### config.mk
export PLATFORM = sky130hd
export DESIGN_NAME = score_board
export DESIGN_NICKNAME = d
export VERILOG_FILES = /design/src/issue_pkg.sv /design/src/score_board.sv
export SDC_FILE = /design/constraint.sdc
export NUM_CORES = 1
export LEC_CHECK = 0
export BUFFER_PORTS_ARGS = -buffer_cell sky130_fd_sc_hd__buf_2
export CAP_MARGIN = 0
export CORE_ASPECT_RATIO = 1.75
export CORE_MARGIN = 2
export CORE_UTILIZATION = 40
export DETAILED_ROUTE_END_ITERATION = 8
export PLACE_DENSITY = 0.76
export SLEW_MARGIN = 20
export SYNTH_ARGS = -nofsm -noshare
export SYNTH_HDL_FRONTEND = slang
export SYNTH_SLANG_ARGS = --single-unit
### constraint.sdc
create_clock -name clk -period 3.7 [get_ports clk]
set_clock_uncertainty 0.2 [all_clocks]
set_input_delay 0.37 -clock clk [delete_from_list [all_inputs] [get_ports clk]]
set_output_delay 0.37 -clock clk [all_outputs]
set_load 0.1 [all_outputs]
### src/issue_pkg.sv
package issue_pkg;

    localparam int DATA_W     = 32;
    localparam int REG_ADDR_W = 5;
    localparam int NUM_REGS   = 32;

    typedef enum logic [2:0] {
        op_add,
        op_sub,
        op_and,
        op_or,
        op_xor,
        op_slt
    } alu_op_e;

    typedef enum logic {
        exe_alu,
        exe_branch
    } exe_type_e;

    typedef enum logic {
        br_eq,
        br_ne
    } branch_type_e;

    // one decoded instruction as it waits in the queue
    typedef struct packed {
        alu_op_e                 alu_op;
        exe_type_e               exe_type;
        branch_type_e            branch_type;
        logic                    num1_need;       // low selects the immediate in num1
        logic [REG_ADDR_W-1:0]   num1_addr;
        logic [DATA_W-1:0]       num1;
        logic                    num2_need;
        logic [REG_ADDR_W-1:0]   num2_addr;
        logic [DATA_W-1:0]       num2;
        logic                    write_reg_need;
        logic [REG_ADDR_W-1:0]   write_reg_addr;
        logic [DATA_W-1:0]       branch_target;
    } iq_entry_t;

    typedef struct packed {
        logic [1:0] position;  // one-hot, bit 0 = lane stage 1, bit 1 = lane stage 2
        logic       lane;
    } sb_entry_t;

    typedef struct packed {
        logic                    valid;
        logic [DATA_W-1:0]       num1;
        logic [DATA_W-1:0]       num2;
        alu_op_e                 alu_op;
        exe_type_e               exe_type;
        branch_type_e            branch_type;
        logic                    write_reg_need;
        logic [REG_ADDR_W-1:0]   write_reg_addr;
        logic [DATA_W-1:0]       branch_target;
    } fu_req_t;

    typedef struct packed {
        logic                    valid;
        logic [REG_ADDR_W-1:0]   addr;
        logic [DATA_W-1:0]       data;
    } wb_t;

    typedef struct packed {
        logic                    valid;
        logic                    taken;
        logic [DATA_W-1:0]       target;
    } branch_res_t;

endpackage

### src/score_board.sv
`timescale 1ns/10ps

module score_board (
    input  logic                                    clk,
    input  logic                                    rst_n,
    input  logic [3:0][issue_pkg::REG_ADDR_W-1:0]   sb_addr,
    output issue_pkg::sb_entry_t [3:0]              sb_data,
    input  issue_pkg::fu_req_t [1:0]                fu_req
);
    issue_pkg::sb_entry_t [issue_pkg::NUM_REGS-1:0] sb_q;

    always_ff @(posedge clk) begin
        if (!rst_n) begin
            sb_q <= '0;
        end else begin
            // producers move one stage down the lane
            for (int r = 0; r < issue_pkg::NUM_REGS; r++) begin
                sb_q[r].position <= {sb_q[r].position[0], 1'b0};
            end
            // lane 1 goes last so it overrides lane 0 on the same register
            for (int i = 0; i < 2; i++) begin
                if (fu_req[i].valid && fu_req[i].write_reg_need &&
                    fu_req[i].write_reg_addr != '0) begin
                    sb_q[fu_req[i].write_reg_addr].position <= 2'b01;
                    sb_q[fu_req[i].write_reg_addr].lane     <= 1'(i);
                end
            end
        end
    end

    always_comb begin
        for (int k = 0; k < 4; k++) begin
            sb_data[k] = sb_q[sb_addr[k]];
        end
    end

endmodule

Word level (Yosys, flattened, before mapping)
Index checks and enable logic that the tools add are counted.
- eq/ne operators: 0
- mux-type cells: 23
- order comparisons: 8
- multipliers: 0
- bitwise operators: 0
- $add $sub $neg: 0
- reductions and logical operators: 8
- shifts and indexed selects: 0
- div/mod/pow operators: 0
- operators by type and width (operator ; number):
    96-bit bitwise mux ; 4
    96-bit two-way mux ; 3
    3-bit binary-select mux with 5-bit select ; 4
    3-bit demux with 5-bit select ; 4
    5-bit by 6-bit less-than comparator with 1-bit output (second input constant) ; 6
    3-bit two-way mux ; 6
    5-bit by 1-bit greater-or-equal comparator with 1-bit output (second input constant) ; 2
    5-bit nonzero test ; 2
    1-bit logical AND ; 6
    1-bit two-way mux ; 2
- ROM bits: 0
- output and inout bits: 12
- logic and storage cells: 103
- register bits: 96
- bits in latches: 0
- memories: 0
- memory bits (writable): 0

Depth between registers and ports, before layout
- depth in word-level cells: 11
- gate-level depth with buffers: 5

Least setup slack after synthesis
OpenSTA, ideal clock, no wires.
- kind: input-to-output
- from: input sb_addr[17] (netlist bit)
- to: output sb_data[10] (netlist bit)
- data arrival time: 2.207 ns
- required time: 3.130 ns
- path slack: 0.923 ns
- stages on the path: 5
- cells stage by stage: clkbuf_1 clkbuf_1 mux4_2 mux4_2 mux2_2
- RTL lines (element ; RTL line ; source):
    start: declaration ; score_board.sv:6 ; input logic [3:0][issue_pkg::REG_ADDR_W-1:0] sb_addr,
    end: declaration ; score_board.sv:7 ; output issue_pkg::sb_entry_t [3:0] sb_data,

==> reports/metrics.csv <==
metric,value,unit
R2R depth,2,
DRC,0,
"commonest non-fill, non-tap cells in the layout","mux4_2, dfxtp_1, nand2_1, buf_2, a21boi_0",
Area Growth Syn to Fin,9.80,%
Worst Hold Depth,2,
Largest Register,sb_q,
R2R setup slack,2560,ps
post-synthesis cell type count,33,
post-CTS setup buffers,0,
CTS tree,yes,
Leak Pwr,2.48,nW
arrival time worst endpoint,2490,ps
min-delay src,sb_q[16]$_SDFF_PN0_,
status,finished clean,
global-route wire length before repair,30.4,mm
worst relative slew slack,0.333,
DR WL/cell,26.9,um
layout cells sized above 1,0.380,
largest net degree at the start of global routing,66,
H-tree depth,3,
vias in the first global route,5403,
final-report hold violation count,0,
n_diodes,0,
initial DRC count,793,
drt pass-1 iters,5,
PortBufs,47,
crit share post-route,0.828,
Nets,786,
Hold WS,277,ps
vias,5256,
DP HPWL,14.0,mm
maximum clock frequency,0.327,GHz
Die Wd,100,um
post-place setup slack,670,ps
initial core utilization,0.408,
Worst-Margin Slew,997,ps
"leading cell type in the layout, fill and taps excluded",mux4_2,
hold path endpoint,sb_q[17]$_SDFF_PN0_,
I/O pin count,250,
HP Class,reg2reg,
post_cts resized,0,
"Worst Path Class, Setup",in2out,
Cells after Synth,536,
count of final max-slew check failures,0,
GR Overflow Total,0,
post-synthesis cell area,6510,um2
fin area,7150,um2
Final TNS setup,0,ps
DP Area,6820,um2
worst skew pair latency,350,ps
die area,17400,um2
RR Endpoint,sb_q[26]$_SDFF_PN0_,
crit path from,sb_addr[12],
Routed Wire Length,19.9,mm
top flop regs,sb_q: 96 flops,
Clock Tree Buf Depth,2,
"Reg clk slew, reported paths",60,ps
syn_area_per_cell,12.2,um2
number of antenna violations at the first check in global routing,0,
CP Cell Sequence,"buf_2, mux4_2, mux4_2, mux2_2, buf_2",
final worst setup slack,638,ps
crit-path max FO,24,
vias per std cell,7.08,
GRT Resource Usage Total,0.235,
sequential fraction of the synthesis area,0.295,
post-route ant nets,0,
"Hold-fix buffers, CTS",0,
total CTS buffers,9,
maxcap violations,0,
clk sink count,96,
Synth warnings,0,
"slowest stage cell, crit path",buf_2,
final setup vio count,0,
Yosys reg bits,96,
CP endpoint kind,primary output,
# fillers,1406,
pwr dens,327,nW/um2
CP max stage delay,540,ps
Mapped Nets,774,
maximum vdd ir drop,0.000178,V
standard-cell rows,61,
element type at the critical path start,input port,
RSZ-0062 raised after global routing,false,
Tmin final,3060,ps
GPL Wtd Cong,0.848,
Die Height,173,um
Worst EP required,3130,ps
FF-to-FF Start,sb_q[25]$_SDFF_PN0_,
root buf cell,clkbuf_16,
Core Area,16000,um2
max FFs per register,96,
[report_power, final]
group	total (mW)	switching (mW)	leakage, nW	internal [mW]
sequential	1.05	0.00855	0.774	1.04
clock	1.00	0.402	0.162	0.600
combinational	0.289	0.175	1.54	0.114
[worst max-delay path, delay by kind of cell]
family | cells | cell delay (ps)
buffers and inverters | 2 | 840
multiplexers | 3 | 1270
[synth_stat cells]
cell	number	share of area
inv_1	2	0.0012
buf_1	4	0.0023
nor4bb_1	1	0.0015
nand4b_1	4	0.0054
and3_1	3	0.0029
o22ai_1	24	0.023
o31ai_1	5	0.0058
and4b_1	2	0.0031
nand3_1	7	0.0054
or3_1	7	0.0067
nand4bb_1	1	0.0017
mux2_2	12	0.021
and3b_1	3	0.0040
or2_2	2	0.0019
a21boi_0	34	0.039
conb_1	1	0.00058
and4_1	6	0.0081
buf_2	4	0.0031
and2_1	26	0.025
o31a_1	2	0.0027
o21ai_0	24	0.018
nand4_1	2	0.0019
nand3b_1	6	0.0069
dfxtp_1	96	0.30
nor3b_1	3	0.0035
buf_6	8	0.014
or3b_2	6	0.0081
mux4_2	120	0.41
clkbuf_1	37	0.021
nor2_1	24	0.014
nand2_1	50	0.029
o21a_1	4	0.0046
nor3_1	6	0.0046
[kinds of logic (layout without fill, tap and decap cells)]
| group | Yosys count | in the layout | synth area share |
|---|---|---|---|
| AOI/OAI and AO/OA | 93 | 93 | 0.0937 |
| other | 1 | 1 | 0.000576 |
| buffers and inverters | 55 | 72 | 0.0417 |
| and+or+nand+nor | 159 | 159 | 0.133 |
| DFF | 96 | 96 | 0.295 |
| muxes | 132 | 132 | 0.436 |
[routing by layer]
metal,up-vias,part of all wire,GRT usage
met5,-,0,0
met2,407,0.52,0.403
met1,2569,0.33,0.270
li1,2172,-,-
met3,108,0.085,0.0364
met4,0,0.066,0.146
[through the flow]
step | util | total power, mW | instances
2_1_floorplan | - | 1.27 | 536
3_3_place_gp | 0.428 | 1.34 | 726
3_5_place_dp | 0.428 | 1.36 | 726
4_1_cts | 0.448 | 2.34 | 742
5_1_grt | 0.448 | 2.39 | 742
6_report | 0.448 | 2.34 | 742
[cell type report]
class	count	area (um2)	share of cell area
clock buffers	13	280	0.0392
clock inverters	3	47.5	0.00665
inverters	2	7.51	0.00105
multi-input cells	385	4320	0.604
flip-flops and latches	96	1920	0.269
well taps	189	236	0.0331
repair buffers	54	338	0.0472
[worst max path at each step]
stage | endpoint | slack [ps] | cells after the start
3_3_place_gp | sb_data[8] | 740 | 5
2_1_floorplan | sb_data[10] | 920 | 5
4_1_cts | sb_data[7] | 670 | 5
5_1_grt | sb_data[8] | 630 | 5
3_5_place_dp | sb_data[5] | 670 | 5
6_report | sb_data[7] | 640 | 5
Note: power is estimated with default switching activity, not from simulation.
