`config.mk`:
```
export PLATFORM = sky130hd
export DESIGN_NAME = regfile
export DESIGN_NICKNAME = d
export VERILOG_FILES = /design/src/issue_pkg.sv /design/src/regfile.sv
export SDC_FILE = /design/constraint.sdc
export NUM_CORES = 2
export LEC_CHECK = 0
export BUFFER_PORTS_ARGS = -buffer_cell sky130_fd_sc_hd__buf_4
export CAP_MARGIN = 10
export CORE_UTILIZATION = 50
export CTS_CLUSTER_DIAMETER = 40
export CTS_CLUSTER_SIZE = 20
export DETAILED_ROUTE_END_ITERATION = 8
export HOLD_SLACK_MARGIN = 0.06
export PLACE_DENSITY = 0.66
export SYNTH_ARGS = -nofsm -noshare
export SYNTH_HDL_FRONTEND = slang
export SYNTH_SLANG_ARGS = --single-unit
```
`constraint.sdc`:
```
create_clock -name clk -period 5.05 [get_ports clk]
set_input_delay 1.515 -clock clk [delete_from_list [all_inputs] [get_ports clk]]
set_output_delay 1.515 -clock clk [all_outputs]
set_load 0.03 [all_outputs]
```
`src/issue_pkg.sv`:
```
package issue_pkg;

    localparam int DATA_W     = 32;
    localparam int REG_ADDR_W = 5;
    localparam int NUM_REGS   = 32;

    typedef enum logic [2:0] {
        op_add,
        op_sub,
        op_and,
        op_or,
        op_xor,
        op_slt
    } alu_op_e;

    typedef enum logic {
        exe_alu,
        exe_branch
    } exe_type_e;

    typedef enum logic {
        br_eq,
        br_ne
    } branch_type_e;

    // one decoded instruction as it waits in the queue
    typedef struct packed {
        alu_op_e                 alu_op;
        exe_type_e               exe_type;
        branch_type_e            branch_type;
        logic                    num1_need;       // low selects the immediate in num1
        logic [REG_ADDR_W-1:0]   num1_addr;
        logic [DATA_W-1:0]       num1;
        logic                    num2_need;
        logic [REG_ADDR_W-1:0]   num2_addr;
        logic [DATA_W-1:0]       num2;
        logic                    write_reg_need;
        logic [REG_ADDR_W-1:0]   write_reg_addr;
        logic [DATA_W-1:0]       branch_target;
    } iq_entry_t;

    typedef struct packed {
        logic [1:0] position;  // one-hot, bit 0 = lane stage 1, bit 1 = lane stage 2
        logic       lane;
    } sb_entry_t;

    typedef struct packed {
        logic                    valid;
        logic [DATA_W-1:0]       num1;
        logic [DATA_W-1:0]       num2;
        alu_op_e                 alu_op;
        exe_type_e               exe_type;
        branch_type_e            branch_type;
        logic                    write_reg_need;
        logic [REG_ADDR_W-1:0]   write_reg_addr;
        logic [DATA_W-1:0]       branch_target;
    } fu_req_t;

    typedef struct packed {
        logic                    valid;
        logic [REG_ADDR_W-1:0]   addr;
        logic [DATA_W-1:0]       data;
    } wb_t;

    typedef struct packed {
        logic                    valid;
        logic                    taken;
        logic [DATA_W-1:0]       target;
    } branch_res_t;

endpackage

```
`src/regfile.sv`:
```
`timescale 1ns/10ps

module regfile (
    input  logic                                    clk,
    input  logic                                    rst_n,
    input  logic [3:0][issue_pkg::REG_ADDR_W-1:0]   rd_addr,
    output logic [3:0][issue_pkg::DATA_W-1:0]       rd_data,
    input  issue_pkg::wb_t [1:0]                    wb
);
    logic [issue_pkg::DATA_W-1:0] regs [issue_pkg::NUM_REGS];

    always_ff @(posedge clk) begin
        if (!rst_n) begin
            for (int r = 0; r < issue_pkg::NUM_REGS; r++) begin
                regs[r] <= '0;
            end
        end else begin
            for (int i = 0; i < 2; i++) begin  // lane 1 last so it wins on same addr
                if (wb[i].valid && wb[i].addr != '0) begin
                    regs[wb[i].addr] <= wb[i].data;
                end
            end
        end
    end

    always_comb begin
        for (int k = 0; k < 4; k++) begin
            rd_data[k] = regs[rd_addr[k]];  // r0 is never written so it reads zero
        end
    end

endmodule

```
### After elaboration in Yosys (flattened, before gate mapping)

Memories as Yosys holds them, arrays and structs flattened.
Index checks and enable logic that the tools add are counted.
Widths: inputs -> output; s select.

| word-level totals | value |
|---|---|
| register bits after elaboration | 0 |
| RAM bits | 1024 |
| output and inout bits | 128 |
| memories | 1 |

| cells by class | value |
|---|---|
| muxes and demuxes | 13 |
| reductions and logical operators | 6 |

Memory list:

| memory | depth | width | rd ports | clocked after Yosys merged registers in | write ports | line | text |
|---|---|---|---|---|---|---|---|
| regs | 32 | 32 | 4 | 0 | 32 | regfile.sv:10 | `logic [issue_pkg::DATA_W-1:0] regs [issue_pkg::NUM_REGS];` |

Operator list:

| operator | number |
|---|---|
| $mux 32 | 2 |
| $reduce_or 32->1 | 2 |
| $mux 5 | 2 |
| $reduce_bool 5->1 | 2 |
| $mux 1 | 9 |
| $logic_and 1x1->1 | 2 |

### Logic depth before layout (Yosys ltp)

| logic depth | value |
|---|---|
| word-level depth | 7 |
| depth in mapped cells | 9 |

### Worst setup path after synthesis

OpenSTA, ideal clock, no wires.

| path | value |
|---|---|
| path kind | input to output |
| start point | in rd_addr[1] (netlist bit) |
| end point | out rd_data[25] (netlist bit) |
| data arrival time | 3.058 ns |
| required time | 3.535 ns |
| path slack | 0.477 ns |
| stages | 8 |
| buffers on the path | 4 |
| cells stage by stage | buf_2 -> buf_2 -> buf_2 -> buf_2 -> mux2i_1 -> a22oi_1 -> a31oi_1 -> nand3_1 |

RTL lines:

| item | line | text |
|---|---|---|
| start: declaration | regfile.sv:6 | `input logic [3:0][issue_pkg::REG_ADDR_W-1:0] rd_addr,` |
| end: declaration | regfile.sv:7 | `output logic [3:0][issue_pkg::DATA_W-1:0] rd_data,` |

==> impl_results.md <==
* Tmin final at 5141 ps
* Gate power share at 19.9%
* Starting Density at 50.52%
* Largest net degree at the start of global routing at 61
* Multi-input logic area at 42950 um^2
* Synth cell types at 38
* Slew Limit Fails at 0
* Data arrival, critical path at 3630 ps
* Initial antenna violation count at 46
* Row count at 143
* Nets at 7448
* PwrDens at 320.6 nW/um^2
* Kind of critical path: in -> out
* Largest register FFs at 1024
* Max_cap viols at 0
* Yosys top cell area share at 39.93%
* Hold Path Class: in -> reg
* Sequential share of the synthesized area at 39.93%
* DPL Wire Length at 241.9 mm
* Die Ht at 394.4 um
* Post-CTS Hold Buffers at 0
* Worst-path clk slew at 60 ps
* Residual DRC count at 0
* RSZ-0062 raised after global routing: no
* Relative slew slack at 5.404%
* Global placement routability congestion at 1.003
* Synth Area in Compound Gates at 21.47%
* Fillers at 12460
* GRT Util Overall at 49.42%
* Fin cells at 9581
* Largest registers: regs (1024)
* Max rail drop VDD at 363.1 uV
* Commonest non-fill, non-tap cells in the layout: 2045 x mux2i_1, 1248 x a22o_1, 1024 x edfxtp_1
* Largest reg by FF count: regs
* Worst-path fanout max at 15
* Share of layout cells above drive strength 1 at 17.06%
* Switching Power at 9.358 mW
* Fmax at 0.1945 GHz
* Port Buffers at 225
* Max Buffers Root-to-Sink at 3
* Leak at 37.57 nW
* Total Routed Length at 399.9 mm
* Post-DR wirelength/cell at 41.74 um
* Sinks on Clock Net at 1024
* Most common cell after layout, fill and taps aside: mux2i_1
* First-pass GRT wire length at 544.8 mm
* Final hold slack at 1244 ps
* Post-synthesis simple-gate area fraction at 6.792%
* CTS tree: yes
* Critical Path RT at 3540 ps
* Mapped cell area at 77010 um^2
* Inst Count DP at 9195
* Area growth from synthesis to layout at 18.59%
* Ports at 226
* Final ANT Viol Nets at 0
* Fin crit share at 101.8%
* Via/cell ratio at 7.833
* Synth Area in XOR/XNOR at 0%
* Startpoint types: input port
* Main combinational cell family by area after synthesis: multiplexers
* Via count at 75050
* Top cell type by total area after synthesis: edfxtp_1
* Yosys warns at 0
* Cells after Synth at 7194
* Root Driver: clkbuf_16
* Clock power frac at 44.2%
* Final Hold Fails at 0
* Sw frac at 31.96%
* DIE AREA at 155600 um^2
* First-pass detailed-route iteration total at 8
* Core Area at 152400 um^2
* Sequential cell area at 30750 um^2
* H-tree Lvls at 4
* Post-synthesis adder-cell area fraction at 0%
* Mux cell area share after synthesis at 26.62%
* Status: finished, violations left
* Internal power at 19.92 mW
* CP endpoint kind: output pin
* Number of global-route vias before repair at 70250
* Synth Area per Inst at 10.70 um^2
* Top cells by area, synth: edfxtp_1 40%, mux2i_1 27%, a22o_1 14%, a22oi_1 3.7%, nand3_1 2.5%
* Worst Tran Pin Value at 1416 ps
* Sequential Power Share at 35.8%
* Post-CTS setup buffers at 0
* # setup viols final at 11
* DR iter-0 viols at 13390
* CTS buffer count at 183
* Final WS setup at -90.82 ps
* Failing checks: setup timing
* Grt total ovfl at 0
* FF+latch count, synth at 1024
* Die width at 394.4 um
[logic make-up (layout without fill, tap and decap cells)]
group | Yosys count | after routing
and+or+nand+nor | 1080 | 1080
other | 1 | 74
buffers and inverters | 897 | 1181
muxes | 2048 | 2048
DFF | 1024 | 1024
AOI/OAI and AO/OA | 2144 | 2144
[final cells by class]
| type | instances | area share [%] |
|---|---|---|
| inverter | 1 | 0.004110 |
| multi-input combinational | 5304 | 47.04 |
| antenna | 42 | 0.1151 |
| clock buffer | 202 | 5.233 |
| timing repair buffer | 836 | 9.394 |
| tap | 2030 | 2.781 |
| clock inverter | 142 | 1.765 |
| sequential | 1024 | 33.67 |
[routing by layer]
metal	GRT usage (%)	part of all wire [%]	up-vias
li1	-	-	28960
met5	0	0.047	-
met2	68.65	40	7657
met1	58.57	34	36060
met3	21.09	16	2342
met4	41.89	10	26
[power groups by stage]
stage                     Clock (mW)  Sequential [mW]  Combinational [mW]
after floorplan                    0             10.4                3.17
after global placement             0             10.6                5.44
after detailed placement           0             10.6                5.49
after CTS                       12.9             10.4                5.51
after global routing            13.3             10.5                5.88
final                           13.0             10.5                5.83
[critical path, cell delays in order]
cell and delay [ps]:
buf_8 100, buf_12 180, mux2i_1 300, a22o_1 230, nor3_1 80, buf_4 180
a31oi_1 420, nand3_1 340, buf_4 270
[path summary, 6_finish.rpt]
kind | startpoint | to | slack, ps | cells past startpoint
max | rd_addr[16] | rd_data[105] | -90 | 9
min | wb[1] | regs[31][1] | 1240 | 2
[Yosys cell counts, drive strengths merged]
cell	number
nand3b	35
and3	1
nand4b	1
nor2	67
and2	4
or2	4
a22o	1248
nand2b	9
nand2	421
nor3b	5
clkbuf	455
mux2i	2048
nor2b	8
a31oi	128
and4	2
nor4	1
conb	1
a21oi	384
buf	441
inv	1
nand3	385
and3b	3
nor3	129
a22oi	384
edfxtp	1024
nand4	1
or3	1
or3b	3
[timing repair]
| item | in CTS | in global routing |
|---|---|---|
| pin swaps | 0 | 1 |
| setup endpoints to repair | 3 | 23 |
| resized for setup | 3 | 33 |
[per-stage QoR]
stage / util (%) / setup WS (ps) / total power [mW] / TNS, ps / cell area [um^2]
final: 59.90 / -90.82 / 29.28 / -341.2 / 91320
after global routing: 59.86 / 1.384 / 29.66 / 0 / 91250
after CTS: 59.71 / 23.91 / 28.83 / 0 / 91020
after detailed placement: 55.51 / -20.16 / 16.10 / -33.87 / 84620
after global placement: 55.51 / -33.12 / 16.02 / -62.69 / 84620
after floorplan: - / 476.8 / 13.61 / 0 / 77120
No activity file was read; power rests on OpenSTA's default activity.
