===== config.mk =====
export PLATFORM = sky130hd
export DESIGN_NAME = inst_queue
export DESIGN_NICKNAME = d
export VERILOG_FILES = /design/src/issue_pkg.sv /design/src/inst_queue.sv
export SDC_FILE = /design/constraint.sdc
export NUM_CORES = 1
export LEC_CHECK = 0
export BUFFER_PORTS_ARGS = -buffer_cell sky130_fd_sc_hd__clkbuf_2
export CAP_MARGIN = 5
export CORE_MARGIN = 3
export CORE_UTILIZATION = 60
export CTS_CLUSTER_SIZE = 8
export DETAILED_ROUTE_END_ITERATION = 10
export GPL_TIMING_DRIVEN = 0
export PLACE_DENSITY = 0.8
export SLEW_MARGIN = 20
export SYNTH_ARGS = -nofsm -noshare
export SYNTH_HDL_FRONTEND = slang
export SYNTH_SLANG_ARGS = --single-unit

===== constraint.sdc =====
create_clock -name clk -period 13.2 [get_ports clk]
set_input_delay 1.32 -clock clk [delete_from_list [all_inputs] [get_ports clk]]
set_output_delay 1.32 -clock clk [all_outputs]
set_load 0.005 [all_outputs]

===== src/issue_pkg.sv =====
package issue_pkg;

    localparam int DATA_W     = 32;
    localparam int REG_ADDR_W = 5;
    localparam int NUM_REGS   = 32;

    typedef enum logic [2:0] {
        op_add,
        op_sub,
        op_and,
        op_or,
        op_xor,
        op_slt
    } alu_op_e;

    typedef enum logic {
        exe_alu,
        exe_branch
    } exe_type_e;

    typedef enum logic {
        br_eq,
        br_ne
    } branch_type_e;

    // one decoded instruction as it waits in the queue
    typedef struct packed {
        alu_op_e                 alu_op;
        exe_type_e               exe_type;
        branch_type_e            branch_type;
        logic                    num1_need;       // low selects the immediate in num1
        logic [REG_ADDR_W-1:0]   num1_addr;
        logic [DATA_W-1:0]       num1;
        logic                    num2_need;
        logic [REG_ADDR_W-1:0]   num2_addr;
        logic [DATA_W-1:0]       num2;
        logic                    write_reg_need;
        logic [REG_ADDR_W-1:0]   write_reg_addr;
        logic [DATA_W-1:0]       branch_target;
    } iq_entry_t;

    typedef struct packed {
        logic [1:0] position;  // one-hot, bit 0 = lane stage 1, bit 1 = lane stage 2
        logic       lane;
    } sb_entry_t;

    typedef struct packed {
        logic                    valid;
        logic [DATA_W-1:0]       num1;
        logic [DATA_W-1:0]       num2;
        alu_op_e                 alu_op;
        exe_type_e               exe_type;
        branch_type_e            branch_type;
        logic                    write_reg_need;
        logic [REG_ADDR_W-1:0]   write_reg_addr;
        logic [DATA_W-1:0]       branch_target;
    } fu_req_t;

    typedef struct packed {
        logic                    valid;
        logic [REG_ADDR_W-1:0]   addr;
        logic [DATA_W-1:0]       data;
    } wb_t;

    typedef struct packed {
        logic                    valid;
        logic                    taken;
        logic [DATA_W-1:0]       target;
    } branch_res_t;

endpackage


===== src/inst_queue.sv =====
`timescale 1ns/10ps

module inst_queue #(
    parameter int IQ_DEPTH = 8
) (
    input  logic                        clk,
    input  logic                        rst_n,
    input  issue_pkg::iq_entry_t        in_entry,
    input  logic                        in_valid,
    output logic                        in_ready,
    output issue_pkg::iq_entry_t [1:0]  head,
    output logic [1:0]                  iq_size,
    input  logic [1:0]                  iq_pop_number
);
    localparam int PTR_W = $clog2(IQ_DEPTH);
    localparam int CNT_W = $clog2(IQ_DEPTH + 1);

    issue_pkg::iq_entry_t mem [IQ_DEPTH];
    logic [PTR_W-1:0]     rd_ptr;
    logic [PTR_W-1:0]     wr_ptr;
    logic [CNT_W-1:0]     count;
    logic                 push;

    // wraps for any depth, not only powers of two
    function automatic logic [PTR_W-1:0] ptr_add(input logic [PTR_W-1:0] p, input logic [1:0] n);
        logic [PTR_W:0] sum;
        sum = (PTR_W+1)'(p) + (PTR_W+1)'(n);
        if (sum >= (PTR_W+1)'(IQ_DEPTH)) begin
            sum = sum - (PTR_W+1)'(IQ_DEPTH);
        end
        return sum[PTR_W-1:0];
    endfunction

    assign in_ready = (count != CNT_W'(IQ_DEPTH));
    assign push     = in_valid && in_ready;
    assign iq_size  = (count >= CNT_W'(2)) ? 2'd2 : count[1:0];  // saturates at 2

    assign head[0] = mem[rd_ptr];
    assign head[1] = mem[ptr_add(rd_ptr, 2'd1)];

    always_ff @(posedge clk) begin
        if (!rst_n) begin
            rd_ptr <= '0;
            wr_ptr <= '0;
            count  <= '0;
        end else begin
            if (push) begin
                wr_ptr <= ptr_add(wr_ptr, 2'd1);
            end
            rd_ptr <= ptr_add(rd_ptr, iq_pop_number);
            count  <= count + CNT_W'(push) - CNT_W'(iq_pop_number);
        end
    end

    always_ff @(posedge clk) begin
        if (push) begin
            mem[wr_ptr] <= in_entry;
        end
    end

    pop_le_size_a: assert property (@(posedge clk) disable iff (!rst_n)
        iq_pop_number <= iq_size)
        else $error("issue popped %0d entries with only %0d visible", iq_pop_number, iq_size);

endmodule


After elaboration in Yosys (flattened, before gate mapping)
Memory sizes are Yosys's and may differ from the RTL's. A register that Yosys moved wholly into a read port is not among the register bits.
Index checks and enable logic that the tools add are counted.
Operators by class
  muxes and demuxes: 7
  reductions and logical operators: 1
  bitwise operators: 0
  $mul: 0
  div/mod/pow operators: 0
  add/subtract/negate cells: 8
  $lt $le $gt $ge: 4
  equal/unequal tests: 1
  shift operators: 0
Operators with widths (number)
  4-bit greater-or-equal comparator, second input constant: 3
  3-bit 2-to-1 mux: 4
  3-bit by 1-bit subtractor with 3-bit output, second input constant: 3
  3-bit by 1-bit adder with 4-bit output, second input constant: 2
  3-bit by 2-bit adder with 4-bit output: 1
  4-bit by 1-bit adder with 4-bit output: 1
  4-bit by 2-bit greater-or-equal comparator with 1-bit output, second input constant: 1
  4-bit != test, second input constant: 1
  4-bit by 2-bit subtractor with 4-bit output: 1
  1-bit 2-to-1 mux: 2
  2-bit 2-to-1 mux: 1
  1-bit logical AND: 1
Storage, ports and cells
  word-level logic and storage cells: 25
  register bits: 10
  bits in writable memories: 952
  output and inout port bits: 241
  memories kept: 1
  input bits: 124
  ROM bits: 0
  latch bits: 0
Memory list
  mem: depth 8, width 119, rd ports 2, clocked after memory_dff 1, write ports 1, RTL line inst_queue.sv:18  | issue_pkg::iq_entry_t mem [IQ_DEPTH];

Logic depth before layout (Yosys ltp)
  depth in word-level cells: 4
  depth in mapped cells: 12

Worst setup path before layout
Ideal clock, no wire load.
  path type: input to register
  from: input in_valid
  to: memory mem[0][0] (netlist name) (enable)
  slack: 2943 ps
  cell stages on the path: 2
  required time: 12457 ps
  buffers on the path: 0
  arrival: 9514 ps
  path through: nand3b_1 > nor3_1
On the way
  longest elaborated chain between the ends: 3
RTL lines
  from (decl): RTL line inst_queue.sv:9  | input logic in_valid,
  1-bit logical AND: RTL line inst_queue.sv:35  | assign push = in_valid && in_ready;
  1-bit 2-to-1 mux: RTL line inst_queue.sv:56  | if (push) begin
  1-bit 2-to-1 mux (not written as such): RTL line inst_queue.sv:57  | mem[wr_ptr] <= in_entry;
  to (decl): RTL line inst_queue.sv:18
No other way between the ends.

==> impl_metrics.ini <==
[routing]
drc = 0
dr.pass1.iters = 5
antenna_left = 0
viasPerCell = 6.94
vias = 23827
drt-total-wl_um = 115000
wl_per_cell_um = 33.3
drtIter0Drc = 3034

[sta]
worst_slack_ps = 8350
finalSetupViolations = 0
clock.fmax_mhz = 206
grt_setup_unrepaired = no
timing_hold_violations_final = 0
period_needed_ps = 4850
drv_slew = 0
tightestPinTransition_ps = 995
maxSlewHeadroom_pct = 33.7
fin_crit_sh_pct = 36.8
clock_skew_ps = 17.8

[worst_setup_path]
cp.required_ps = 11880
r2r_cells = 11
r2r_slack_ps = 9750
max_stage_delay_ps = 800
cp-start-kind = flip-flop
rr_startpoint = count[2]
crit_arrival_ps = 3530
r2r-end = mem[1][82]
critPathMaxFanout = 10
path_cells = ha_1 > buf_2 > clkbuf_1 > mux4_2 > mux2_2 > clkbuf_2
slowest_stage = clkbuf_1
cp-end-kind = primary output
crit_type = reg2out

[global_routing]
grt_max_degree = 21
track_usage_pct = 31.0
antenna_found_initial = 17
grt_overflow_total = 0
grt_pass1_wl_um = 168000
grt_pass1_vias = 25286

[layout]
seqCellArea_um2 = 28800
mostFrequentLayoutCells = 952 x edfxtp_1, 476 x mux4_2, 366 x clkbuf_2, 238 x mux2_2, 142 x clkbuf_16
nFillCells = 4086
final_net_count = 2593
post-route-cell-area_um2 = 51600
drive_gt1_share_pct = 57.3
final_common_cell = edfxtp_1
syn2layout_area_growth_pct = 18.6
final_cells = 3435
multi_input_area_um2 = 13900

[placed_design]
place_ws_ps = 9170
hpwl_um = 75100
io_buffers = 364
place_inst = 3267
place_area_um2 = 47800
place.gp.congestion = 0.795

[power]
swShare_pct = 26.0
p_leak_nw = 17.0
combPwrFrac_pct = 22.1
cellInternalPower_mw = 6.34
power_density_nw_per_um2 = 166
p_clk_share_pct = 36.0
power_frac_seq_pct = 41.9
p_switching_mw = 2.22
finalPower_mw = 8.56
peakVddDrop_v = 0.000136

[synth]
synthTopCellsByArea = edfxtp_1 66%, mux4_2 25%, mux2_2 6.2%
postSynthAreaPerCell_um2 = 23.2
yosys_register_bits = 962
ys.warnings.count = 0
synth.largest_area_cell = edfxtp_1
synth_top_area_share_pct = 65.8
synthSimpleGateAreaFrac_pct = 0.351
ys_seq_area_share_pct = 66.2
synthMuxAreaShare_pct = 30.9
yosysUniqueCellTypes = 30
syn_nets = 2008
synth_top_family_by_area = multiplexers
syn_area_um2 = 43500
syn_inst = 1872
synth_compound_area_share_pct = 0.104
yosys.area_share.xor_xnor_pct = 0.0605
synthAdderAreaFrac_pct = 0.380

[cts]
clockBufferDepth = 3
cts_root_buffer = clkbuf_16
clk_pin_slew_ps = 50
cts_htree_levels = 4
numCtsBuffers = 138
cts_sinks = 962
postCtsSetupRepairBufs = 0
clock_latency_ps = 710
cts_tree = done
cts_resized = 0
holdBufCountCts = 0

[status]
status = complete, no violations

[worst_hold_path]
whs_endpoint = wr_ptr[2]
hold_start = wr_ptr[2]
min_path_type = reg2reg
hold_depth = 2

[floorplan]
placementRows = 98
initial_utilization_pct = 60.7
num_io_pins = 365
die_y_um = 275
die_w_um = 275
dieArea_um2 = 75700
core_um2 = 71600

[flow_run]
cap_viol_max_count = 0
## worst max path at each step
stage	start	end	cells after the start
after detailed placement	rd_ptr[0]	head[212]	6
after global routing	rd_ptr[0]	head[211]	6
after CTS	rd_ptr[0]	head[212]	6
after floorplan	in_valid	mem[0][0]	2
final	rd_ptr[0]	head[212]	6
after global placement	in_valid	mem[0][84]	3
## sequential cells by signal, summed over array words and instances (netlist names)
| name | flops |
|---|---|
| mem | 952 |
| count | 4 |
| rd_ptr | 3 |
| wr_ptr | 3 |
## cell usage after synthesis
| master | instances |
|---|---|
| fa_1 | 2 |
| a21boi_0 | 2 |
| mux2i_1 | 2 |
| dfxtp_1 | 10 |
| and2_1 | 4 |
| nor2_1 | 7 |
| buf_4 | 18 |
| nand3b_1 | 1 |
| nor2b_1 | 2 |
| and3_1 | 1 |
| nor3_1 | 2 |
| mux4_2 | 476 |
| or3b_2 | 1 |
| inv_1 | 10 |
| clkbuf_1 | 28 |
| a21bo_2 | 1 |
| nand2b_1 | 5 |
| o21a_1 | 1 |
| buf_1 | 11 |
| xor2_1 | 1 |
| buf_2 | 52 |
| edfxtp_1 | 952 |
| a21o_1 | 1 |
| ha_1 | 10 |
| xnor2_1 | 2 |
| mux2_2 | 238 |
| nand2_1 | 4 |
| a21oi_1 | 1 |
| buf_6 | 25 |
| nand3_1 | 2 |
## metrics by stage
stage | hold slack (ps) | utilization [%] | TNS [ps]
2_1_floorplan | 493 | - | 0
3_3_place_gp | 510 | 64.9 | -1437810
3_5_place_dp | 582 | 66.8 | 0
4_1_cts | 626 | 71.9 | 0
5_1_grt | 652 | 72.0 | 0
6_report | 622 | 72.0 | 0
## final cells by class
type / count / share of cell area, %
clock inverter: 8 / 0.199
timing repair buffer: 445 / 6.09
multi-input combinational: 766 / 26.9
tap: 950 / 2.31
inverter: 10 / 0.0728
buffer: 134 / 1.60
sequential: 962 / 55.8
clock buffer: 147 / 6.93
antenna: 13 / 0.0631
## critical path: cells and delay by family, from the launching register on
| kind | cells | cell delay (ps) |
|---|---|---|
| buf+inv | 3 | 1390 |
| mux | 2 | 730 |
| fa+ha+maj | 1 | 350 |
| flops | 1 | 340 |
## layer usage
layer  track usage [%]  part of all wire (%)  vias up
met4              12.4                   3.7       16
met1              40.5                    35    12619
met5                 0                 0.087        -
li1                  -                     -     9414
met3              8.52                    11      286
met2              50.1                    51     1492
## power groups by stage
| stage | sequential, mW | combinational (mW) | clock, mW |
|---|---|---|---|
| floorplan | 3.66 | 1.12 | 0 |
| global placement | 3.71 | 1.80 | 0 |
| detailed placement | 3.64 | 1.88 | 0 |
| CTS | 3.59 | 1.90 | 3.11 |
| global route | 3.60 | 2.00 | 3.24 |
| finish | 3.59 | 1.89 | 3.09 |
## logic make-up after synthesis
| logic type | count (synthesis) |
|---|---|
| AO/OA/AOI/OAI | 6 |
| XOR/XNOR | 3 |
| adder cells (fa/ha/maj) | 12 |
| buffers and inverters | 144 |
| flip-flops | 962 |
| multiplexers | 716 |
| AND/OR/NAND/NOR | 29 |
Note: power is estimated with default switching activity, not from simulation.
