File: src/issue_pkg.sv
package issue_pkg;

    localparam int DATA_W     = 32;
    localparam int REG_ADDR_W = 5;
    localparam int NUM_REGS   = 32;

    typedef enum logic [2:0] {
        op_add,
        op_sub,
        op_and,
        op_or,
        op_xor,
        op_slt
    } alu_op_e;

    typedef enum logic {
        exe_alu,
        exe_branch
    } exe_type_e;

    typedef enum logic {
        br_eq,
        br_ne
    } branch_type_e;

    // one decoded instruction as it waits in the queue
    typedef struct packed {
        alu_op_e                 alu_op;
        exe_type_e               exe_type;
        branch_type_e            branch_type;
        logic                    num1_need;       // low selects the immediate in num1
        logic [REG_ADDR_W-1:0]   num1_addr;
        logic [DATA_W-1:0]       num1;
        logic                    num2_need;
        logic [REG_ADDR_W-1:0]   num2_addr;
        logic [DATA_W-1:0]       num2;
        logic                    write_reg_need;
        logic [REG_ADDR_W-1:0]   write_reg_addr;
        logic [DATA_W-1:0]       branch_target;
    } iq_entry_t;

    typedef struct packed {
        logic [1:0] position;  // one-hot, bit 0 = lane stage 1, bit 1 = lane stage 2
        logic       lane;
    } sb_entry_t;

    typedef struct packed {
        logic                    valid;
        logic [DATA_W-1:0]       num1;
        logic [DATA_W-1:0]       num2;
        alu_op_e                 alu_op;
        exe_type_e               exe_type;
        branch_type_e            branch_type;
        logic                    write_reg_need;
        logic [REG_ADDR_W-1:0]   write_reg_addr;
        logic [DATA_W-1:0]       branch_target;
    } fu_req_t;

    typedef struct packed {
        logic                    valid;
        logic [REG_ADDR_W-1:0]   addr;
        logic [DATA_W-1:0]       data;
    } wb_t;

    typedef struct packed {
        logic                    valid;
        logic                    taken;
        logic [DATA_W-1:0]       target;
    } branch_res_t;

endpackage

File: src/exec_lane.sv
`timescale 1ns/10ps

module exec_lane (
    input  logic                    clk,
    input  logic                    rst_n,
    input  issue_pkg::fu_req_t      fu_req,
    output issue_pkg::wb_t          wb,
    output issue_pkg::branch_res_t  br_res
);
    issue_pkg::fu_req_t             s1_req;
    logic [issue_pkg::DATA_W-1:0]   alu_res;
    logic                           br_taken;

    // stage 1 holds the request
    always_ff @(posedge clk) begin
        s1_req <= fu_req;
        if (!rst_n) begin
            s1_req.valid <= 1'b0;
        end
    end

    always_comb begin
        case (s1_req.alu_op)
            issue_pkg::op_add: alu_res = s1_req.num1 + s1_req.num2;
            issue_pkg::op_sub: alu_res = s1_req.num1 - s1_req.num2;
            issue_pkg::op_and: alu_res = s1_req.num1 & s1_req.num2;
            issue_pkg::op_or:  alu_res = s1_req.num1 | s1_req.num2;
            issue_pkg::op_xor: alu_res = s1_req.num1 ^ s1_req.num2;
            issue_pkg::op_slt: alu_res = {{(issue_pkg::DATA_W-1){1'b0}},
                                          $signed(s1_req.num1) < $signed(s1_req.num2)};
            default:           alu_res = '0;
        endcase
    end

    assign br_taken = (s1_req.branch_type == issue_pkg::br_eq) ?
                      (s1_req.num1 == s1_req.num2) : (s1_req.num1 != s1_req.num2);

    // stage 2 drives bypass, writeback and branch outcome
    always_ff @(posedge clk) begin
        wb.valid      <= s1_req.valid && s1_req.write_reg_need;
        wb.addr       <= s1_req.write_reg_addr;
        wb.data       <= alu_res;
        br_res.valid  <= s1_req.valid && s1_req.exe_type == issue_pkg::exe_branch;
        br_res.taken  <= br_taken;
        br_res.target <= s1_req.branch_target;
        if (!rst_n) begin
            wb.valid     <= 1'b0;
            br_res.valid <= 1'b0;
        end
    end

    wb_br_exclusive_a: assert property (@(posedge clk) disable iff (!rst_n)
        !(wb.valid && br_res.valid))
        else $error("lane reports writeback and branch together");

endmodule

File: config.mk
export PLATFORM = sky130hd
export DESIGN_NAME = exec_lane
export DESIGN_NICKNAME = d
export VERILOG_FILES = /design/src/issue_pkg.sv /design/src/exec_lane.sv
export SDC_FILE = /design/constraint.sdc
export NUM_CORES = 1
export LEC_CHECK = 0
export ABC_CLOCK_PERIOD_IN_PS = 3400
export BUFFER_PORTS_ARGS = -buffer_cell sky130_fd_sc_hd__buf_2
export CAP_MARGIN = 0
export CORE_UTILIZATION = 35
export DETAILED_ROUTE_END_ITERATION = 10
export PLACE_DENSITY = 0.65
export SETUP_SLACK_MARGIN = 0.4
export SLEW_MARGIN = 20
export SYNTH_ARGS = -nofsm -noshare
export SYNTH_HDL_FRONTEND = slang
export SYNTH_SLANG_ARGS = --single-unit
File: constraint.sdc
create_clock -name clk -period 3.4 [get_ports clk]
set_input_delay 0.34 -clock clk [delete_from_list [all_inputs] [get_ports clk]]
set_output_delay 0.34 -clock clk [all_outputs]
set_load 0.02 [all_outputs]
* Yosys cells after proc, flatten, opt, wreduce, memory -nomap -nowiden
Cells that the tools add are included.
W data, S select, Z words.
** Storage, ports and cells
- Input bits :: 110
- Bits in registers :: 180
** Cells by class
- Reduce and logical (&&, ||, !) cells :: 3
- Add/sub/neg operators :: 2
- $lt $le $gt $ge :: 1
- Multiplexer cells :: 2
- Bitwise gates (word level) :: 3
- Equality and inequality tests :: 7
** Operators by type and width (number)
- $pmux W32 S6 :: 1
- $add A32 B32 Y32 :: 1
- $and A32 B32 Y32 :: 1
- $eq A32 B32 Y1 :: 1
- $lt A32 B32 Y1 :: 1
- $ne A32 B32 Y1 :: 1
- $or A32 B32 Y32 :: 1
- $sub A32 B32 Y32 :: 1
- $xor A32 B32 Y32 :: 1
- $eq A3 B2 Y1 const B :: 2
- $eq A3 B3 Y1 const B :: 2
- $eq A3 B1 Y1 const B :: 1
- $logic_not A3 Y1 :: 1
- $logic_and A1 B1 Y1 :: 2
- $mux W1 :: 1

* Depth between registers and ports, before layout
- Depth after elaboration :: 2
- Gate-level depth with buffers :: 12
- Depth with buffers taken out :: 12

* Worst setup path before layout
Ideal clock, no wire load.
- Path type :: reg-to-reg
- From :: register s1_req[43] (netlist bit)
- To :: register wb[28] (netlist bit)
- Cell stages (with the launch flop) :: 12
- Setup time :: 0.128 ns
- Setup slack :: 0.764 ns
- Data arrival time :: 2.508 ns
- Cell sequence :: dfxtp_1 -> ha_1 -> fa_1 -> a211oi_1 -> o21bai_1 -> a21oi_1 -> a31oi_1 -> a221o_1 -> a21oi_2 -> o22a_2 -> mux2i_1 -> nand4_1
** Between the ends
- Cells in the longest elaborated chain, start to end :: 2
- Elaborated cells on any way between the ends :: 3
- Classes of those cells :: add/sub (2); mux (1)
** Ends and longest elaborated chain
- start: declaration :: RTL line exec_lane.sv:10 : issue_pkg::fu_req_t s1_req;
- start signal: assignment :: RTL line exec_lane.sv:16 : s1_req <= fu_req;
- $sub A32 B32 Y32 / $add A32 B32 Y32 (equally long branches) :: RTL line exec_lane.sv:25, exec_lane.sv:24
- $pmux W32 S6 (*) :: RTL line exec_lane.sv:23 : case (s1_req.alu_op)
- named net alu_res (one bit) :: RTL line exec_lane.sv:11 : logic [issue_pkg::DATA_W-1:0] alu_res;
- end: declaration :: RTL line exec_lane.sv:7 : output issue_pkg::wb_t wb,
The timed path passes the listed nets; every way through them passes the cells marked *.
A chain may end at the register's enable or synchronous reset.

* Worst setup path after layout
- From :: register s1_req[75] (netlist bit)
- To :: register wb[30] (netlist bit)
The elaborated chain is that of the path after synthesis.

==> qor.yml <==
status: "completed"
required_ns: 3.72
numCtsBuffers: 17
synth-adder-area-share_pct: 14.58
maxSlewViolCount: 0
synth_cell_type_count: 78
layout_common_cells: "buf_2, dfxtp_1, dlygate4sd3_1"
die_x_um: 161.9
muxShareOfSynthArea_pct: 1.119
gp_routability_congestion: 0.8886
finalSetupViolations: 0
cts-root-buf: "clkbuf_16"
place_hpwl_um: 17700
die-area_um2: 26200
grt_pass1_wl_um: 40600
async_reset_ff_share_pct: 0
powerDensity_nw_per_um2: 470.0
routedWlPerCell_um: 15.92
synth_xor_area_share_pct: 2.154
ir_drop_v: 0.0002884
critPathKind: "reg -> reg"
seq_area_frac_synth_pct: 40.29
drt-initial-drc-count: 523
synthCells: 991
critical_path.top_delay_family: "compound AO/OA/AOI/OAI gates"
period_share_pct: 84.66
hp-class: "in -> reg"
synth-simple-area-share_pct: 11.40
relSlewSlack_pct: 45.42
drive_gt1_share_pct: 24.36
yosysWarnings: 0
r2r-end: "wb[30]"
synth_top_family_by_area: "compound AO/OA/AOI/OAI gates"
leakagePower_nw: 5.556
fin_area_um2: 12180
crit_fanout: 2
slowest_stage: "a2111oi_4"
port_buffers: 181
dpl-instance-area_um2: 10200
arrival_ns: 3.19
syn_to_final_growth_pct: 36.19
overflow: 0
clk_path_buf_depth: 2
design.core.area_um2: 25110
max_clock_freq_mhz: 347.4
timing.rr.start: "s1_req[75]"
vias: 8253
antenna_found_initial: 0
syn_nets: 1204
worstSetupEndpointType: "register"
grt_use_total_pct: 19.46
clock_latency_ns: 0.44
clkTransAtPathRegs_ns: 0.09
synth_compound_area_share_pct: 23.52
worst_pin_slew_ns: 0.8157
wirelength_um: 25650
grt_max_degree: 84
critPathMaxStageDelay_ns: 0.47
hold_viol_final: 0
synth_area_per_cell_um2: 9.025
nNetsFinal: 1481
clock-sinks: 180
first_pass_iters: 5
yosys_most_used_dff: "dfxtp_1"
post-route-drc-count: 0
reg2reg_slack_ns: 0.52
clock_skew_ns: 0.01391
reg2reg_depth: 12
cts_tree: "yes"
antenna_left: 0
synth_seq_cells: 180
antenna_cells: 0
fp.dieH_um: 161.9
initial_utilization_pct: 35.62
min_path_cells: 1
netlist_area_um2: 8944
hold_path_startpoint: "fu_req[91]"
worst_hold_path.endpoint: "s1_req[91]"
critPathBufInv: 1
min_period_ns: 2.878
final_common_cell: "buf_2"
htree_levels: 4
cap_viol_max_count: 0
ioPinCount: 182
routed_via_density: 5.123
setup_tns_ns: 0
fill_cells: 2412
rows: 58
synth-edff-count: 0
crit_chain: "inv_1, ha_2, fa_2, o21bai_4, a2111oi_4, nor2_2, o221ai_2, a21oi_2, or2_1, a31oi_2, xor2_1, a311o_1"
cp-start-kind: "register"
rsz0062_at_grt: "false"
grt_pass1_vias: 8131
-- synth_stat cells (4+ instances only) --
| cell type | n | share of area [%] |
|---|---|---|
| a211oi_1 | 8 | 0.67 |
| a21o_1 | 14 | 1.2 |
| a21oi_1 | 85 | 4.8 |
| a221oi_1 | 4 | 0.39 |
| a22oi_1 | 19 | 1.6 |
| a31oi_1 | 11 | 0.77 |
| a41oi_1 | 4 | 0.39 |
| and2_1 | 5 | 0.35 |
| and3_1 | 11 | 0.77 |
| buf_1 | 7 | 0.29 |
| buf_2 | 7 | 0.39 |
| clkbuf_1 | 38 | 1.6 |
| dfxtp_1 | 180 | 40 |
| ha_1 | 101 | 14 |
| inv_1 | 97 | 4.1 |
| mux2i_1 | 10 | 1.1 |
| nand2_1 | 37 | 1.6 |
| nand2b_1 | 9 | 0.63 |
| nand3_1 | 13 | 0.73 |
| nand4_1 | 12 | 0.84 |
| nor2_1 | 65 | 2.7 |
| nor2b_1 | 5 | 0.35 |
| nor3_1 | 21 | 1.2 |
| nor4_1 | 9 | 0.63 |
| o211ai_1 | 8 | 0.67 |
| o21a_1 | 6 | 0.50 |
| o21ai_0 | 54 | 3.0 |
| o21ai_1 | 7 | 0.39 |
| o21bai_1 | 13 | 1.1 |
| o221ai_1 | 4 | 0.39 |
| o22a_1 | 14 | 1.4 |
| o22ai_1 | 12 | 0.84 |
| o31ai_1 | 7 | 0.59 |
| o32a_1 | 4 | 0.45 |
| or2_2 | 5 | 0.35 |
| or3_1 | 5 | 0.35 |
| xnor2_1 | 17 | 1.7 |
| xor2_1 | 5 | 0.49 |
-- worst max-delay path by stage --
stage / startpoint / endpoint / slack (ns) / depth (start not counted)
floorplan: s1_req[43] / wb[28] / 0.76 / 11
global placement: s1_req[43] / wb[30] / 0.25 / 11
detailed placement: s1_req[77] / wb[30] / 0.20 / 11
CTS: s1_req[82] / wb[28] / 0.41 / 12
global route: s1_req[52] / wb[28] / 0.36 / 12
finish: s1_req[75] / wb[30] / 0.52 / 12
-- cells by family after synthesis --
logic type,count (synthesis)
AOI/OAI and AO/OA,313
and+or+nand+nor,208
DFF,180
buffers and inverters,155
adders and majority gates,103
xor gates and xnor gates,22
muxes,10
-- state kept, by name (all words and copies together) (netlist names) --
signal  cells
s1_req    108
br_res     34
wb         38
-- routing by layer --
metal,track usage [%],up-vias,wire [um]
met5,0,-,0
met4,5.961,0,497
met3,4.699,35,1479
met2,34.24,282,12570
met1,23.25,3901,11100
li1,-,4035,-
-- report_power, final --
part	leakage [nW]	internal [W]	switching (W)
Combinational	3.73	0.000549	0.000732
Sequential	1.52	0.00225	0.0000688
Clock	0.313	0.00109	0.00103
-- area by class of cell --
type,instances,area [um2],area share (%)
multi-input combinational,656,4943,40.59
inverter,98,367.9,3.020
clock inverter,15,227.7,1.870
tap,330,412.9,3.390
timing repair buffer,315,2188,17.97
sequential,180,3615,29.68
clock buffer,17,425.4,3.493
-- worst register-to-register path, stage by stage (launching register included) --
cell and delay [ns]:
dfxtp_1 0.33, inv_1 0.08, ha_2 0.20, fa_2 0.24, o21bai_4 0.09, a2111oi_4 0.47, nor2_2 0.09, o221ai_2 0.23
a21oi_2 0.12, or2_1 0.26, a31oi_2 0.19, xor2_1 0.10, a311o_1 0.38
-- what timing repair did --
item                                    CTS  global route
resized for setup                        13            42
endpoints found under the hold margin    96             8
pin swaps                                 3            19
endpoints found under the setup margin    6            13
cloned                                    0             0
buffers inserted                          2             4
hold buffers                             96             8
-- metrics by stage --
| stage | std cells | setup WS [ns] | util [%] | hold WS [ns] | power, W |
|---|---|---|---|---|---|
| 5_1_grt | 1611 | 0.3554 | 48.51 | 0.003652 | 0.005993 |
| 4_1_cts | 1599 | 0.4050 | 47.40 | 0.00003575 | 0.005715 |
| 6_report | 1611 | 0.5216 | 48.51 | 0.01643 | 0.005725 |
| 2_1_floorplan | 991 | 0.7643 | - | 0.3096 | 0.003125 |
| 3_3_place_gp | 1469 | 0.2499 | 40.64 | 0.3096 | 0.003475 |
| 3_5_place_dp | 1469 | 0.1964 | 40.64 | 0.3121 | 0.003484 |
Power figures use the tool's default switching activity.
