**src/issue_pkg.sv**
```systemverilog
package issue_pkg;

    localparam int DATA_W     = 32;
    localparam int REG_ADDR_W = 5;
    localparam int NUM_REGS   = 32;

    typedef enum logic [2:0] {
        op_add,
        op_sub,
        op_and,
        op_or,
        op_xor,
        op_slt
    } alu_op_e;

    typedef enum logic {
        exe_alu,
        exe_branch
    } exe_type_e;

    typedef enum logic {
        br_eq,
        br_ne
    } branch_type_e;

    // one decoded instruction as it waits in the queue
    typedef struct packed {
        alu_op_e                 alu_op;
        exe_type_e               exe_type;
        branch_type_e            branch_type;
        logic                    num1_need;       // low selects the immediate in num1
        logic [REG_ADDR_W-1:0]   num1_addr;
        logic [DATA_W-1:0]       num1;
        logic                    num2_need;
        logic [REG_ADDR_W-1:0]   num2_addr;
        logic [DATA_W-1:0]       num2;
        logic                    write_reg_need;
        logic [REG_ADDR_W-1:0]   write_reg_addr;
        logic [DATA_W-1:0]       branch_target;
    } iq_entry_t;

    typedef struct packed {
        logic [1:0] position;  // one-hot, bit 0 = lane stage 1, bit 1 = lane stage 2
        logic       lane;
    } sb_entry_t;

    typedef struct packed {
        logic                    valid;
        logic [DATA_W-1:0]       num1;
        logic [DATA_W-1:0]       num2;
        alu_op_e                 alu_op;
        exe_type_e               exe_type;
        branch_type_e            branch_type;
        logic                    write_reg_need;
        logic [REG_ADDR_W-1:0]   write_reg_addr;
        logic [DATA_W-1:0]       branch_target;
    } fu_req_t;

    typedef struct packed {
        logic                    valid;
        logic [REG_ADDR_W-1:0]   addr;
        logic [DATA_W-1:0]       data;
    } wb_t;

    typedef struct packed {
        logic                    valid;
        logic                    taken;
        logic [DATA_W-1:0]       target;
    } branch_res_t;

endpackage

```
**src/issue.sv**
```systemverilog
`timescale 1ns/10ps

module issue (
    input  issue_pkg::iq_entry_t [1:0]              head,
    input  logic [1:0]                              iq_size,
    output logic [1:0]                              iq_pop_number,
    output logic [3:0][issue_pkg::REG_ADDR_W-1:0]   sb_addr,
    input  issue_pkg::sb_entry_t [3:0]              sb_data,
    output logic [3:0][issue_pkg::REG_ADDR_W-1:0]   rd_addr,
    input  logic [3:0][issue_pkg::DATA_W-1:0]       rd_data,
    input  issue_pkg::wb_t [1:0]                    bypass,
    output issue_pkg::fu_req_t [1:0]                fu_req
);
    logic [3:0][issue_pkg::REG_ADDR_W-1:0] src_addr;
    logic [3:0]                            src_need;
    logic [3:0][issue_pkg::DATA_W-1:0]     src_imm;
    logic [3:0]                            src_ready;
    logic [3:0][issue_pkg::DATA_W-1:0]     src_val;
    logic [1:0]                            writes;
    logic                                  first_ready;
    logic                                  second_ready;
    logic                                  dep;
    logic                                  second_ok;

    // operand slots in order head0 num1, head0 num2, head1 num1, head1 num2
    assign src_addr = {head[1].num2_addr, head[1].num1_addr,
                       head[0].num2_addr, head[0].num1_addr};
    assign src_need = {head[1].num2_need, head[1].num1_need,
                       head[0].num2_need, head[0].num1_need};
    assign src_imm  = {head[1].num2, head[1].num1, head[0].num2, head[0].num1};

    assign sb_addr = src_addr;
    assign rd_addr = src_addr;

    always_comb begin
        for (int k = 0; k < 4; k++) begin
            if (!src_need[k]) begin
                src_ready[k] = 1'b1;  // imm
                src_val[k]   = src_imm[k];
            end else if (sb_data[k].position == 2'b00) begin
                src_ready[k] = 1'b1;
                src_val[k]   = rd_data[k];
            end else if (sb_data[k].position == 2'b10) begin
                src_ready[k] = 1'b1;  // producer sits in stage 2
                src_val[k]   = bypass[sb_data[k].lane].data;
            end else begin
                src_ready[k] = 1'b0;
                src_val[k]   = '0;
            end
        end
    end

    // branches never write a register
    assign writes[0] = head[0].write_reg_need && head[0].exe_type == issue_pkg::exe_alu;
    assign writes[1] = head[1].write_reg_need && head[1].exe_type == issue_pkg::exe_alu;

    assign first_ready  = &src_ready[1:0];
    assign second_ready = &src_ready[3:2];

    // no in-pair bypass so a reader of head0's result waits a cycle
    assign dep = writes[0] &&
                 ((src_need[2] && src_addr[2] == head[0].write_reg_addr) ||
                  (src_need[3] && src_addr[3] == head[0].write_reg_addr));
    assign second_ok = (iq_size == 2'd2) && second_ready && !dep;

    always_comb begin
        if (iq_size == 2'd0 || !first_ready) begin
            iq_pop_number = 2'd0;
        end else if (head[0].exe_type == issue_pkg::exe_branch) begin
            iq_pop_number = second_ok ? 2'd2 : 2'd0;  // branch leaves with its delay slot
        end else if (!second_ok || head[1].exe_type == issue_pkg::exe_branch) begin
            iq_pop_number = 2'd1;
        end else begin
            iq_pop_number = 2'd2;
        end
    end

    function automatic issue_pkg::fu_req_t make_req(
        input issue_pkg::iq_entry_t         e,
        input logic                         v,
        input logic                         w,
        input logic [issue_pkg::DATA_W-1:0] a,
        input logic [issue_pkg::DATA_W-1:0] b
    );
        issue_pkg::fu_req_t r;
        r.valid          = v;
        r.num1           = a;
        r.num2           = b;
        r.alu_op         = e.alu_op;
        r.exe_type       = e.exe_type;
        r.branch_type    = e.branch_type;
        r.write_reg_need = w;
        r.write_reg_addr = e.write_reg_addr;
        r.branch_target  = e.branch_target;
        return r;
    endfunction

    assign fu_req[0] = make_req(head[0], iq_pop_number != 2'd0, writes[0], src_val[0], src_val[1]);
    assign fu_req[1] = make_req(head[1], iq_pop_number == 2'd2, writes[1], src_val[2], src_val[3]);

    // a stage 2 producer must be on its lane's bypass port
    always_comb begin
        for (int k = 0; k < 4; k++) begin
            if (src_need[k] && sb_data[k].position == 2'b10) begin
                assert final (bypass[sb_data[k].lane].valid &&
                              bypass[sb_data[k].lane].addr == src_addr[k])
                    else $error("operand %0d finds no bypass result for r%0d",
                                k, src_addr[k]);
            end
        end
    end

endmodule

```
**config.mk**
```make
export PLATFORM = sky130hd
export DESIGN_NAME = issue
export DESIGN_NICKNAME = d
export VERILOG_FILES = /design/src/issue_pkg.sv /design/src/issue.sv
export SDC_FILE = /design/constraint.sdc
export NUM_CORES = 1
export LEC_CHECK = 0
export BUFFER_PORTS_ARGS = -buffer_cell sky130_fd_sc_hd__buf_2
export CAP_MARGIN = 15
export CORE_AREA = 10 10 272 274
export DETAILED_ROUTE_END_ITERATION = 8
export DIE_AREA = 0 0 282 284
export GPL_TIMING_DRIVEN = 0
export PLACE_DENSITY_LB_ADDON = 0.05
export SYNTH_ARGS = -nofsm -noshare
export SYNTH_HDL_FRONTEND = slang
export SYNTH_SLANG_ARGS = --single-unit
```
**constraint.sdc**
```tcl
create_clock -name vclk -period 1.63
set_input_delay 0.326 -clock vclk [all_inputs]
set_output_delay 0.326 -clock vclk [all_outputs]
set_load 0.005 [all_outputs]
```
=== After elaboration in Yosys (flattened, before gate mapping) ===
Cells that the tools add are included.

* Register bits after elaboration: 0
* Input port bits: 456
* Output and inout bits: 258
* Word-level logic and storage cells: 71

* $lt $le $gt $ge: 4
* Equality and inequality tests: 8
* Multiplexer cells: 36
* Bitwise logic cells: 2
* Reduce and logical (&&, ||, !) cells: 21

{| class="wikitable"
|+ Operator list
! cell !! number
|-
| 32-bit 2-to-1 mux || 20
|-
| 2-bit equality test, second input constant || 6
|-
| 1-bit 2-to-1 mux || 12
|-
| 5-bit equality test || 2
|-
| 2-bit zero test || 5
|-
| 1-bit by 2-bit less-than comparator with 1-bit output, second input constant || 4
|-
| 2-bit 2-to-1 mux || 4
|-
| 1-bit logical AND || 7
|-
| 2-bit AND reduction || 2
|-
| 1-bit zero test || 3
|-
| 1-bit logical OR || 3
|-
| 1-bit NOT || 2
|-
| 2-bit nonzero test || 1
|}

=== Logic depth before layout (Yosys ltp) ===
* Depth after elaboration: 13
* Mapped depth: 6
* Mapped depth without buffers: 4

=== Worst setup path before layout ===
Ideal clock, no wire load.

* Path kind: input -> output
* Start: input port head[75] (netlist name)
* End: output port fu_req[215] (netlist name)
* Arrival: 1.069 ns
* Required time: 1.304 ns
* Slack: 0.235 ns
* Cell stages on the path: 5
* Path buffers: 1
* Cells stage by stage: buf_2 > a22oi_2 > o21ai_1 > nor3_1 > and3_1

{| class="wikitable"
|+ RTL lines
! item !! line !! RTL
|-
| start, declared || issue.sv:4 || <nowiki>input issue_pkg::iq_entry_t [1:0] head,</nowiki>
|-
| end, declared || issue.sv:12 || <nowiki>output issue_pkg::fu_req_t [1:0] fu_req</nowiki>
|}

==> results_dict.tcl <==
set metrics [dict create \
    p_leak_nw 6.07 \
    hp-class "primary input to primary output" \
    share_seq_of_total_power_pct 0 \
    combinationalPowerShare_pct 100.0 \
    synth-seq-area-share_pct 0 \
    worstHoldEndpoint "fu_req[137]" \
    intPower_w 0.00169 \
    n_clock_buffer 0 \
    setup.worst_path.end_class "primary output" \
    violations_in_the_final_reports "negative setup slack" \
    max_cap_viol_count 0 \
    rows 96 \
    timing.critical_path.required_ns 1.30 \
    floorplan.io_pins 714 \
    route.antenna.remaining_nets 0 \
    die_footprint_um2 80100 \
    leading_cell_type_in_the_layout_fill_and_taps_excluded "buf_2" \
    slowest_delay_ns 0.24 \
    synth.cell_area_um2 5240 \
    critical-path-slowest-cell "nor3_2" \
    timing.setup.critical_path_class "primary input to primary output" \
    cell_area_power_density_nw_per_um2 289 \
    placeableCoreArea_um2 68300 \
    design.final.nets 1970 \
    timing.final.hold_violations 0 \
    post_synth_num_cell_types 26 \
    vias_per_cell 3.51 \
    grt_overflow_total 0 \
    power.switching_w 0.00161 \
    globalRouteTotalUtil_pct 13.1 \
    ir_worst_vdd_v 0.0000598 \
    floorplan.initialDensity_pct 7.67 \
    critical_path_arrival_ns 1.41 \
    drt_iter0_drc 231 \
    gpl.final_weighted_congestion 0.741 \
    rsz_0062_raised_after_global_routing "yes" \
    min_period_over_period_pct 107 \
    synth_nets 1324 \
    grt_pass1_wl_um 75000 \
    finalCriticalPeriod_ns 1.74 \
    dp_cells 2353 \
    grtUsageMet2_pct 25.9 \
    route.detailed.wl_per_inst_um 23.4 \
    grt_pass1_vias 9371 \
    route.final.wire_length_um 56200 \
    timing.slew.headroom_pct 70.0 \
    stdcell_count 2401 \
    netSwitchingFraction_pct 48.7 \
    synth_cells 868 \
    share_clk_of_total_power_pct 0 \
    postLayoutCellArea_um2 11400 \
    worst_hold_path.num_cells 2 \
    overall_die_width_um 282 \
    fill_cells 8051 \
    final-max-slew-violation-count 0 \
    grt_use_met3_pct 3.47 \
    worst_slew_pin_slew_ns 0.450 \
    seq_area_um2 0 \
    layout-area-overhead-vs-synth_pct 118 \
    cts_hold_repair.buffers 0 \
    synth.avg_cell_area_um2 6.04 \
    clock.fmax_mhz 575 \
    grt_start_max_net_pins 11 \
    outcome "finished with violations" \
    multi_input_area_um2 4370 \
    worst_slack_ns -0.109 \
    postPlaceCellArea_um2 9360 \
    critical_path_cell_by_cell "buf_4 > nand2_1 > nand4b_1 > nor3_2 > and3_4 > buf_6" \
    die_height_um 284 \
    gr-max-usage-layer "met2" \
    final_cell_mix "buf_2 (597), buf_4 (157), inv_1 (128), o22ai_1 (117), nand2_1 (111)" \
    setup_violations 23 \
    startpoint "head[194]" \
    dpl.hpwl_um 49800 \
    drt-pass1-iter-count 6 \
    io_buffer_count 603 \
    hold_path.startpoint "head[148]" \
    nFlopsAndLatches 0 \
    global_route_met1_utilization_pct 14.2 \
    yosysWarnings 0 \
    crit_family "simple AND/OR/NAND/NOR gates" \
    setup-tns-final_ns -1.10 \
    crit_path_max_fanout 8 \
    antenna_found_initial 28 \
    drcViolationCount 0 \
    routed-via-count 8418 \
    drive_above_1_share_pct 65.1 \
    sort_of_element_at_the_start_of_the_critical_path "primary input" \
    path_buf_inv 2 \
    detailedPlace.worstSlack_ns -0.946 \
]
==> worst max-delay path by stage <==
stage | to | cells past startpoint
2_1_floorplan | fu_req[215] | 5
3_3_place_gp | fu_req[95] | 5
3_5_place_dp | fu_req[95] | 5
4_1_cts | fu_req[195] | 8
5_1_grt | iq_pop_number[0] | 6
6_report | fu_req[215] | 6
==> metrics by stage <==
step | hold slack [ns] | power (W) | util [%]
3_5_place_dp | 0.823 | 0.00272 | 13.7
5_1_grt | 0.827 | 0.00363 | 16.7
3_3_place_gp | 0.825 | 0.00274 | 13.7
6_report | 0.821 | 0.00330 | 16.7
4_1_cts | 0.823 | 0.00325 | 16.0
2_1_floorplan | 0.682 | 0.00121 | -
==> Yosys cell counts <==
| library cell | number | area (um2) |
|---|---|---|
| buf_1 | 17 | 63.8 |
| o21ai_0 | 128 | 641 |
| buf_6 | 13 | 146 |
| buf_2 | 18 | 90.1 |
| nor4_1 | 1 | 6.26 |
| nor2b_1 | 2 | 12.5 |
| and2b_1 | 1 | 7.51 |
| o21ai_1 | 1 | 5.00 |
| buf_4 | 124 | 931 |
| o21bai_1 | 1 | 7.51 |
| nand4_1 | 2 | 12.5 |
| and3_1 | 2 | 12.5 |
| clkbuf_1 | 24 | 90.1 |
| a21oi_1 | 1 | 5.00 |
| xor2_1 | 8 | 70.1 |
| nand4b_1 | 1 | 8.76 |
| o22ai_1 | 128 | 801 |
| nor3_1 | 1 | 5.00 |
| nand2b_1 | 4 | 25.0 |
| nand2_1 | 130 | 488 |
| xnor2_1 | 2 | 17.5 |
| mux2i_1 | 128 | 1280 |
| a22oi_2 | 1 | 12.5 |
| a31oi_1 | 1 | 6.26 |
| inv_1 | 128 | 480 |
| nor4_2 | 1 | 12.5 |
==> final cells by class <==
type	instances	share of cell area, %
Multi-Input combinational cell	544	38.2
Buffer	195	15.1
Tap cell	882	9.65
Antenna cell	7	0.153
Inverter	128	4.20
Timing Repair Buffer	645	32.7
==> what timing repair did <==
action,4_1_cts,5_1_grt
buffers inserted,22,14
setup endpoints to repair,132,114
pin swaps,39,57
gates resized for setup,338,141
gates cloned,6,2
==> cell families (layout without fill, tap and decap cells) <==
kind of cell,Yosys count,in the layout,share of synthesized area (%)
AOI/OAI and AO/OA,261,261,28.2
xor gates and xnor gates,10,10,1.67
and+or+nand+nor,145,145,11.3
muxes,128,128,24.5
buffers and inverters,324,968,34.4
other,0,7,0
==> layer usage <==
layer	up-vias	wire length [um]
met3	42	4050
met2	333	30500
met5	-	174
met4	32	219
li1	4153	-
met1	3858	21200
==> power groups by stage <==
| stage | clock, W | sequential (W) | combinational [W] |
|---|---|---|---|
| 6_report | 0.000000000575 | 0 | 0.00330 |
| 5_1_grt | 0.000000000247 | 0 | 0.00363 |
| 4_1_cts | 0 | 0 | 0.00325 |
| 3_5_place_dp | 0 | 0 | 0.00272 |
| 3_3_place_gp | 0 | 0 | 0.00274 |
| 2_1_floorplan | 0 | 0 | 0.00121 |
Note: power is estimated with default switching activity, not from simulation.
